===== src/wb_pkg.sv =====
`default_nettype none

package wb_pkg;

    // slots per retiring micro-op
    localparam int NUM_SLOTS = 4;
    localparam int SLOT_W    = 2;

    localparam int DATA_W    = 64;
    localparam int ADDR_W    = 32;   // reg index or store address

    localparam int SIZE_W    = 2;
    localparam int OVR_W     = 4;    // one override bit per size code
    localparam int IE_TYPE_W = 3;

    localparam int GPR_W     = 32;
    localparam int SEG_W     = 16;
    localparam int NUM_REGS  = 8;
    localparam int REG_IDX_W = 3;

    localparam logic [SIZE_W-1:0] SIZE_FAR = 2'b11;   // far pointer store

    // slot destination kinds
    localparam int KIND_W = 2;
    localparam logic [KIND_W-1:0] KIND_NONE = 2'd0;
    localparam logic [KIND_W-1:0] KIND_REG  = 2'd1;
    localparam logic [KIND_W-1:0] KIND_SEG  = 2'd2;
    localparam logic [KIND_W-1:0] KIND_MEM  = 2'd3;

    typedef struct packed {
        logic [15:0] pad;
        logic [15:0] sel;      // segment selector
        logic [31:0] offset;
    } far_ptr_t;

    // one result word, read raw or as a far pointer
    typedef union packed {
        logic [DATA_W-1:0] raw;
        far_ptr_t          far_ptr;
    } wb_word_u;

endpackage

`default_nettype wire

===== src/wb_if.sv =====
`timescale 1ns/1ps
`default_nettype none

// retiring micro-op, latch to writeback and register file
interface retire_if import wb_pkg::*; ();

    logic                                 valid;
    wb_word_u [NUM_SLOTS-1:0]             data;
    logic     [NUM_SLOTS-1:0][ADDR_W-1:0] dest;
    logic     [NUM_SLOTS-1:0][KIND_W-1:0] kind;
    logic     [NUM_SLOTS-1:0]             wb;
    logic     [SIZE_W-1:0]                size;
    logic     [OVR_W-1:0]                 size_ovr;
    logic                                 far_xfer;
    logic     [ADDR_W-1:0]                eip;
    logic                                 br_valid;
    logic                                 br_taken;
    logic                                 br_correct;
    logic     [ADDR_W-1:0]                br_fip;
    logic                                 ie;
    logic     [IE_TYPE_W-1:0]             ie_type;
    logic                                 stall;    // back from writeback
    logic                                 retire;

    modport src (
        output valid, data, dest, kind, wb, size, size_ovr, far_xfer, eip,
        output br_valid, br_taken, br_correct, br_fip, ie, ie_type,
        input  stall, retire
    );

    modport dst (
        input  valid, data, dest, kind, wb, size, size_ovr, far_xfer, eip,
        input  br_valid, br_taken, br_correct, br_fip, ie, ie_type,
        output stall, retire
    );

endinterface

// store path, writeback to store queue
interface sq_if import wb_pkg::*; ();

    logic              enq;
    logic [ADDR_W-1:0] addr;
    logic [DATA_W-1:0] data;
    logic [SIZE_W-1:0] size;
    logic              credit;   // one pulse per freed entry

    modport stage (output enq, addr, data, size, input credit);
    modport queue (input enq, addr, data, size, output credit);

endinterface

`default_nettype wire


===== src/writeback_top.sv =====
`timescale 1ns/1ps
`default_nettype none

module writeback_top import wb_pkg::*; #(
    parameter int SQ_DEPTH = 4
) (
    input  wire logic                             clk,
    input  wire logic                             rst,
    input  wire logic                             in_valid,
    input  wire logic [NUM_SLOTS-1:0][DATA_W-1:0] in_data,
    input  wire logic [NUM_SLOTS-1:0][ADDR_W-1:0] in_dest,
    input  wire logic [NUM_SLOTS-1:0][KIND_W-1:0] in_kind,
    input  wire logic [NUM_SLOTS-1:0]             in_wb,
    input  wire logic [SIZE_W-1:0]                in_size,
    input  wire logic [OVR_W-1:0]                 in_size_ovr,
    input  wire logic                             in_far_xfer,
    input  wire logic [ADDR_W-1:0]                in_eip,
    input  wire logic                             in_br_valid,
    input  wire logic                             in_br_taken,
    input  wire logic                             in_br_correct,
    input  wire logic [ADDR_W-1:0]                in_br_fip,
    input  wire logic                             in_ie,
    input  wire logic [IE_TYPE_W-1:0]             in_ie_type,
    input  wire logic                             interrupt,
    output logic                                  stall,
    output logic                                  retire_valid,
    output logic      [ADDR_W-1:0]                new_eip,
    output logic      [ADDR_W-1:0]                new_fip_e,
    output logic      [ADDR_W-1:0]                new_fip_o,
    output logic                                  resteer,
    output logic                                  final_ie_val,
    output logic      [IE_TYPE_W:0]               final_ie_type,
    output logic                                  mem_valid,
    output logic      [ADDR_W-1:0]                mem_addr,
    output logic      [DATA_W-1:0]                mem_data,
    output logic      [SIZE_W-1:0]                mem_size,
    input  wire logic                             mem_ready,
    input  wire logic [REG_IDX_W-1:0]             rd_gpr_addr,
    output logic      [GPR_W-1:0]                 rd_gpr_data,
    input  wire logic [REG_IDX_W-1:0]             rd_seg_addr,
    output logic      [SEG_W-1:0]                 rd_seg_data
);

    retire_if rif ();
    sq_if     sq ();

    assign stall = rif.stall;

    retire_latch u_latch (
        .clk, .rst, .in_valid, .in_data, .in_dest, .in_kind, .in_wb,
        .in_size, .in_size_ovr, .in_far_xfer, .in_eip, .in_br_valid,
        .in_br_taken, .in_br_correct, .in_br_fip, .in_ie, .in_ie_type,
        .rif (rif)
    );

    writeback_stage #(.SQ_DEPTH(SQ_DEPTH)) u_stage (
        .clk, .rst, .interrupt,
        .rif (rif),
        .sq  (sq),
        .new_eip, .new_fip_e, .new_fip_o, .resteer,
        .final_ie_val, .final_ie_type, .retire_valid
    );

    arch_reg_file u_regs (
        .clk, .rst,
        .rif     (rif),
        .retire  (rif.retire),
        .seg_sel (rif.far_xfer),
        .rd_gpr_addr, .rd_gpr_data, .rd_seg_addr, .rd_seg_data
    );

    store_queue #(.SQ_DEPTH(SQ_DEPTH)) u_sq (
        .clk, .rst,
        .sq (sq),
        .mem_valid, .mem_addr, .mem_data, .mem_size, .mem_ready
    );

endmodule

`default_nettype wire


===== src/arch_reg_file.sv =====
`timescale 1ns/1ps
`default_nettype none

module arch_reg_file import wb_pkg::*; (
    input  wire logic                 clk,
    input  wire logic                 rst,
    retire_if.dst                     rif,
    input  wire logic                 retire,
    input  wire logic                 seg_sel,     // slot 0 carries a far pointer
    input  wire logic [REG_IDX_W-1:0] rd_gpr_addr,
    output logic      [GPR_W-1:0]     rd_gpr_data,
    input  wire logic [REG_IDX_W-1:0] rd_seg_addr,
    output logic      [SEG_W-1:0]     rd_seg_data
);

    logic [GPR_W-1:0] gpr [NUM_REGS];
    logic [SEG_W-1:0] seg [NUM_REGS];

    // slots written in order so the higher slot wins
    always_ff @(posedge clk) begin
        if (rst) begin
            for (int r = 0; r < NUM_REGS; r++) begin
                gpr[r] <= '0;
                seg[r] <= '0;
            end
        end else if (retire) begin
            for (int i = 0; i < NUM_SLOTS; i++) begin
                if (rif.wb[i] && rif.kind[i] == KIND_REG) begin
                    gpr[rif.dest[i][REG_IDX_W-1:0]] <= rif.data[i].raw[GPR_W-1:0];
                end
                if (rif.wb[i] && rif.kind[i] == KIND_SEG) begin
                    if (i == 0 && seg_sel) begin
                        seg[rif.dest[i][REG_IDX_W-1:0]] <= rif.data[i].far_ptr.sel;
                    end else begin
                        seg[rif.dest[i][REG_IDX_W-1:0]] <= rif.data[i].raw[SEG_W-1:0];
                    end
                end
            end
        end
    end

    assign rd_gpr_data = gpr[rd_gpr_addr];
    assign rd_seg_data = seg[rd_seg_addr];

endmodule

`default_nettype wire


===== src/store_queue.sv =====
`timescale 1ns/1ps
`default_nettype none

module store_queue import wb_pkg::*; #(
    parameter int SQ_DEPTH = 4
) (
    input  wire logic          clk,
    input  wire logic          rst,
    sq_if.queue                sq,
    output logic               mem_valid,
    output logic [ADDR_W-1:0]  mem_addr,
    output logic [DATA_W-1:0]  mem_data,
    output logic [SIZE_W-1:0]  mem_size,
    input  wire logic          mem_ready
);

    localparam int PTR_W = (SQ_DEPTH > 1) ? $clog2(SQ_DEPTH) : 1;
    localparam int CNT_W = $clog2(SQ_DEPTH + 1);

    logic [ADDR_W-1:0] addr_q [SQ_DEPTH];
    logic [DATA_W-1:0] data_q [SQ_DEPTH];
    logic [SIZE_W-1:0] size_q [SQ_DEPTH];
    logic [PTR_W-1:0]  wr_ptr;
    logic [PTR_W-1:0]  rd_ptr;
    logic [CNT_W-1:0]  count;
    logic              deq;
    logic              full;

    function automatic logic [PTR_W-1:0] ptr_inc(input logic [PTR_W-1:0] p);
        if (p == PTR_W'(SQ_DEPTH - 1)) begin
            return '0;
        end
        return p + PTR_W'(1);
    endfunction

    assign full      = (count == CNT_W'(SQ_DEPTH));
    assign mem_valid = (count != '0);
    assign deq       = mem_valid && mem_ready;

    assign mem_addr = addr_q[rd_ptr];
    assign mem_data = data_q[rd_ptr];
    assign mem_size = size_q[rd_ptr];

    always_ff @(posedge clk) begin
        if (sq.enq) begin
            addr_q[wr_ptr] <= sq.addr;
            data_q[wr_ptr] <= sq.data;
            size_q[wr_ptr] <= sq.size;
        end
    end

    always_ff @(posedge clk) begin
        if (rst) begin
            wr_ptr    <= '0;
            rd_ptr    <= '0;
            count     <= '0;
            sq.credit <= 1'b0;
        end else begin
            if (sq.enq) begin
                wr_ptr <= ptr_inc(wr_ptr);
            end
            if (deq) begin
                rd_ptr <= ptr_inc(rd_ptr);
            end
            case ({sq.enq, deq})
                2'b10:   count <= count + CNT_W'(1);
                2'b01:   count <= count - CNT_W'(1);
                default: count <= count;
            endcase
            sq.credit <= deq;   // freed slot goes back next cycle
        end
    end

    a_no_overflow: assert property (@(posedge clk) disable iff (rst)
        sq.enq |-> !full || deq);

    // pointers must agree that something is queued
    a_no_underflow: assert property (@(posedge clk) disable iff (rst)
        deq |-> (rd_ptr != wr_ptr) || full);

endmodule

`default_nettype wire


===== src/writeback_stage.sv =====
`timescale 1ns/1ps
`default_nettype none

module writeback_stage import wb_pkg::*; #(
    parameter int SQ_DEPTH = 4
) (
    input  wire logic                 clk,
    input  wire logic                 rst,
    input  wire logic                 interrupt,
    retire_if.dst                     rif,
    sq_if.stage                       sq,
    output logic [ADDR_W-1:0]         new_eip,
    output logic [ADDR_W-1:0]         new_fip_e,
    output logic [ADDR_W-1:0]         new_fip_o,
    output logic                      resteer,
    output logic                      final_ie_val,
    output logic [IE_TYPE_W:0]        final_ie_type,
    output logic                      retire_valid
);

    localparam int CNT_W = $clog2(SQ_DEPTH + 1);

    logic [NUM_SLOTS-1:0] mem_hit;
    logic                 any_mem;
    logic [SLOT_W-1:0]    st_idx;
    logic [SIZE_W-1:0]    st_size;
    logic [CNT_W-1:0]     credits;
    logic                 has_credit;
    logic                 enq;
    logic [ADDR_W-1:0]    target;
    logic [ADDR_W-1:0]    line;
    logic [ADDR_W-1:0]    line_next;

    always_comb begin
        for (int i = 0; i < NUM_SLOTS; i++) begin
            mem_hit[i] = rif.valid && rif.wb[i] && (rif.kind[i] == KIND_MEM);
        end
    end

    assign any_mem = |mem_hit;

    // lowest memory slot is the store
    always_comb begin
        st_idx = '0;
        for (int i = NUM_SLOTS - 1; i >= 0; i--) begin
            if (mem_hit[i]) begin
                st_idx = SLOT_W'(i);
            end
        end
    end

    // far, then lowest override bit, then op size
    always_comb begin
        st_size = rif.size;
        if (rif.far_xfer) begin
            st_size = SIZE_FAR;
        end else if (|rif.size_ovr) begin
            for (int n = OVR_W - 1; n >= 0; n--) begin
                if (rif.size_ovr[n]) begin
                    st_size = SIZE_W'(n);
                end
            end
        end
    end

    assign has_credit   = (credits != '0);
    assign rif.stall    = rif.valid && any_mem && !has_credit;
    assign rif.retire   = rif.valid && !rif.stall;
    assign retire_valid = rif.retire;
    assign enq          = rif.retire && any_mem;

    assign sq.enq  = enq;
    assign sq.addr = rif.dest[st_idx];
    assign sq.data = rif.data[st_idx].raw;
    assign sq.size = st_size;

    // free queue entries as seen from here
    always_ff @(posedge clk) begin
        if (rst) begin
            credits <= CNT_W'(SQ_DEPTH);
        end else begin
            case ({enq, sq.credit})
                2'b10:   credits <= credits - CNT_W'(1);
                2'b01:   credits <= credits + CNT_W'(1);
                default: credits <= credits;
            endcase
        end
    end

    // far jump target comes from the slot 0 offset
    assign target  = rif.far_xfer ? rif.data[0].far_ptr.offset : rif.br_fip;
    assign new_eip = rif.br_taken ? target : rif.eip;

    assign line      = {rif.br_fip[ADDR_W-1:4], 4'b0000};
    assign line_next = line + ADDR_W'(16);
    assign new_fip_e = rif.br_fip[4] ? line_next : line;
    assign new_fip_o = rif.br_fip[4] ? line : line_next;

    assign resteer = rif.retire && rif.br_valid && !rif.br_correct;

    assign final_ie_val  = (rif.valid && rif.ie) || interrupt;
    assign final_ie_type = {interrupt, rif.ie_type};   // interrupt on top

    a_one_store: assert property (@(posedge clk) disable iff (rst)
        $onehot0(mem_hit));

    // queue never hands back more than it holds
    a_credit_bound: assert property (@(posedge clk) disable iff (rst)
        credits <= CNT_W'(SQ_DEPTH));

endmodule

`default_nettype wire


===== src/retire_latch.sv =====
`timescale 1ns/1ps
`default_nettype none

module retire_latch import wb_pkg::*; (
    input  wire logic                                 clk,
    input  wire logic                                 rst,
    input  wire logic                                 in_valid,
    input  wire logic [NUM_SLOTS-1:0][DATA_W-1:0]     in_data,
    input  wire logic [NUM_SLOTS-1:0][ADDR_W-1:0]     in_dest,
    input  wire logic [NUM_SLOTS-1:0][KIND_W-1:0]     in_kind,
    input  wire logic [NUM_SLOTS-1:0]                 in_wb,
    input  wire logic [SIZE_W-1:0]                    in_size,
    input  wire logic [OVR_W-1:0]                     in_size_ovr,
    input  wire logic                                 in_far_xfer,
    input  wire logic [ADDR_W-1:0]                    in_eip,
    input  wire logic                                 in_br_valid,
    input  wire logic                                 in_br_taken,
    input  wire logic                                 in_br_correct,
    input  wire logic [ADDR_W-1:0]                    in_br_fip,
    input  wire logic                                 in_ie,
    input  wire logic [IE_TYPE_W-1:0]                 in_ie_type,
    retire_if.src                                     rif
);

    // valid drops when the retired op has no successor
    always_ff @(posedge clk) begin
        if (rst) begin
            rif.valid <= 1'b0;
        end else if (!rif.stall) begin
            rif.valid <= in_valid;
        end
    end

    always_ff @(posedge clk) begin
        if (!rif.stall) begin   // hold the op while stalled
            rif.data       <= in_data;
            rif.dest       <= in_dest;
            rif.kind       <= in_kind;
            rif.wb         <= in_wb;
            rif.size       <= in_size;
            rif.size_ovr   <= in_size_ovr;
            rif.far_xfer   <= in_far_xfer;
            rif.eip        <= in_eip;
            rif.br_valid   <= in_br_valid;
            rif.br_taken   <= in_br_taken;
            rif.br_correct <= in_br_correct;
            rif.br_fip     <= in_br_fip;
            rif.ie         <= in_ie;
            rif.ie_type    <= in_ie_type;
        end
    end

endmodule

`default_nettype wire


===== config.mk =====
export PLATFORM = sky130hd
export DESIGN_NAME = writeback_top
export DESIGN_NICKNAME = d
export VERILOG_FILES = /design/src/wb_pkg.sv /design/src/wb_if.sv /design/src/writeback_top.sv /design/src/arch_reg_file.sv /design/src/store_queue.sv /design/src/writeback_stage.sv /design/src/retire_latch.sv
export SDC_FILE = /design/constraint.sdc
export NUM_CORES = 2
export LEC_CHECK = 0
export ABC_AREA = 1
export BUFFER_PORTS_ARGS = -buffer_cell sky130_fd_sc_hd__buf_2
export CAP_MARGIN = 20
export CORE_UTILIZATION = 45
export DETAILED_ROUTE_END_ITERATION = 10
export PLACE_DENSITY = 0.64
export SLEW_MARGIN = 20
export SYNTH_ARGS = -nofsm -noshare
export SYNTH_HDL_FRONTEND = slang
export SYNTH_SLANG_ARGS = --single-unit

===== constraint.sdc =====
create_clock -name clk -period 10.1 [get_ports clk]
set_input_delay 1.01 -clock clk [delete_from_list [all_inputs] [get_ports clk]]
set_output_delay 1.01 -clock clk [all_outputs]
set_load 0.005 [all_outputs]

==> impl_metrics.json <==
{
  "path_clk_slew_ps": 60,
  "ys_top_cells_by_area": "edfxtp_1 (59%), nor2_1 (11%), nand2_1 (8.6%), o21ai_0 (4.1%), nand3_1 (3.3%)",
  "drive_gt1_share_pct": 14.5,
  "grt_use_total_pct": 36.0,
  "whs_ps": 329,
  "hold_viol": 0,
  "wire_per_inst_um": 27.1,
  "cts.repair.resized": 0,
  "min_period_over_period_pct": 58.6,
  "clk_latency_ps": 860,
  "antenna_left": 0,
  "worst_slew_pin_slew_ps": 1230,
  "wl_mm": 264,
  "slew_headroom_pct": 17.6,
  "postCtsSetupBuffers": 0,
  "cts_sinks": 1264,
  "grt_max_degree": 118,
  "area_growth_pct": 14.7,
  "critPathRequiredTime_ps": 10610,
  "htreeDepth": 4,
  "cp.buffers_inverters": 3,
  "core-area_um2": 141000,
  "clk_path_buf_depth": 3,
  "slew_viol_final": 0,
  "rsz0062_at_grt": "no",
  "initial_core_util_pct": 45.3,
  "grt_antenna_before_repair": 39,
  "port_buffers": 725,
  "layout_min_cycle_time_ps": 5920,
  "die_area_um2": 144000,
  "drc": 0,
  "netlist.area_leader.share_pct": 58.5,
  "grt_pass1_wl_mm": 371,
  "path_max_fanout": 103,
  "num_rows": 138,
  "outcome": "finished clean",
  "power.density_nw_per_um2": 169,
  "synth_largest_area_cell": "edfxtp_1",
  "grt_overflow": 0,
  "hold_buffers": 0,
  "arrival_ps": 6430,
  "numCtsBuffers": 143,
  "detail_route.first_pass.iterations": 9,
  "synth_top_flop_cell": "edfxtp_1",
  "synth.yosys.seq_area_share_pct": 59.0,
  "die_w_um": 379,
  "yosysUniqueCellTypes": 45,
  "netlist_area_um2": 64100,
  "num_io_pins": 736,
  "async_flop_share_pct": 0,
  "path_common_cell": "nand2_1",
  "cp_top_family": "simple AND/OR/NAND/NOR gates",
  "syn-instance-count": 7293,
  "fin_setup_tns_ps": 0,
  "maxCapViolations": 0,
  "cts_tree": "done",
  "fin_skew_ps": 82.7,
  "gp_congestion": 0.989,
  "start_kind": "register",
  "dp_hpwl_mm": 174,
  "avgSynthCellArea_um2": 8.79,
  "synth_seq_cells": 1264,
  "first_global_vias": 53300,
  "crit_chain": "nand2_1 -> nor2_1 -> nor2_1 -> nand2_1 -> nand2_8 -> nand4_1 -> buf_4 -> nand2_1 -> inv_1 -> nand4_1 -> buf_4",
  "maxClockFrequency_mhz": 169,
  "setup_viol": 0,
  "finish.utilization_pct": 52.0,
  "root_buffer": "clkbuf_16",
  "num_vias": 57700,
  "hold_class": "in -> reg",
  "synth-edff-count": 1250,
  "p_leak_uw": 0.0307,
  "crit_slowest_cell": "nand4_1",
  "path_class": "reg -> reg",
  "nets": 8225,
  "ir_drop_mv": 0.164,
  "slowest_delay_ps": 1090,
  "ys_warn_count": 0,
  "drtIter0Drc": 8003,
  "via_per_inst": 5.93,
  "die_y_um": 379,
  "cp-end-kind": "register"
}
## worst reg2reg max path: cells and delay by family, from the launching register on
family                 cells  cell delay, ps
DFF                        1             850
and+or+nand+nor            8            2770
buffers and inverters      3            1990
## layer usage
layer / GRT usage (%) / part of all wire [%]
met5: 0.103 / 0.062
met4: 22.9 / 7.2
met3: 11.6 / 14
met2: 54.7 / 44
met1: 44.0 / 35
## cell type report
cell class                      count  area, µm²
Antenna cell                       15       37.5
Clock buffer                      172       3710
Clock inverter                     76        985
Fill cell                       12900      67800
Inverter                          382       1450
Multi-Input combinational cell   5089      22600
Sequential cell                  1264      37800
Tap cell                         1890       2360
Timing Repair Buffer              849       4620
## registers in the layout (all words and copies together), names as in the netlist, 2 cells and up, named ones only
register	count
u_latch.rif.br_fip	32
u_regs.seg	128
u_sq.size_q	8
u_sq.addr_q	128
u_sq.data_q	256
u_latch.rif.wb	4
u_latch.rif.dest	128
u_sq.wr_ptr	2
u_regs.gpr	256
u_latch.rif.eip	32
u_sq.rd_ptr	2
u_latch.rif.ie_type	3
u_latch.rif.size	2
u_latch.rif.data	256
u_stage.credits	3
u_latch.rif.size_ovr	4
u_latch.rif.kind	8
u_sq.count	3
## path summary, 6_finish.rpt
path | start | endpoint | slack, ps | depth (start not counted)
max | u_latch.rif.valid | u_regs.gpr[4][21] | 4180 | 11
min | in_data[15] | u_latch.rif.data[15] | 330 | 1
max reg2reg | u_latch.rif.valid | u_regs.gpr[4][21] | 4180 | 11
min reg2reg | u_sq.count[2] | u_sq.count[2] | 470 | 2
## power by group
part | switching (µW) | internal, µW | leakage [µW]
clock network | 2270 | 2990 | 0.00226
logic | 712 | 275 | 0.0159
registers | 183 | 5980 | 0.0125
## cells in the final DEF (no fill, tap or decap), drive strengths merged, types with 43 or more instances in the layout
| cell type | n |
|---|---|
| a21oi | 303 |
| o32ai | 61 |
| nor2 | 1859 |
| inv | 360 |
| buf | 849 |
| o21ai | 544 |
| a31oi | 115 |
| nor3 | 43 |
| clkbuf | 172 |
| nand3 | 432 |
| o22ai | 146 |
| edfxtp | 1250 |
| nand2 | 1464 |
| nand4 | 47 |
| clkinv | 82 |
## cells by family after synthesis
group	after synthesis	synth area share, %
simple gates	3870	24.1
flops	1264	59.0
buf+inv	948	6.20
xor+xnor	25	0.341
compound gates	1173	10.1
fa+ha+maj	11	0.238
other cells	2	0.0117
## metrics by stage
step,setup slack [ps],std cells,power [µW],area [µm²]
after CTS,4140,9720,12400,73500
after global placement,4130,9470,7200,68700
after detailed placement,4140,9472,7210,68800
after floorplan,237,7301,6600,64200
after global routing,3850,9731,12700,73500
final,4180,9737,12400,73600
## cells in the mapped netlist, types with 2 or more instances
cell type     n
conb_1        2
nand4_1      46
nand2_1    1463
o21ai_2      16
nand3b_1      8
a21oi_1     303
nor4_1        2
xor2_1       19
edfxtp_1   1250
o21ai_0     527
nor3b_1      10
nor2_2       21
o32ai_1      61
buf_6         3
o22ai_1     146
a31oi_1     115
inv_1       355
nand3_2       5
buf_2       204
clkinv_1     21
inv_2         6
fa_1          2
dfxtp_1      14
buf_4        34
clkbuf_1    315
ha_1          9
nor2_1     1838
xnor2_1       6
nand3_1     427
buf_1         8
nor3_1       43
Power figures use the tool's default switching activity.
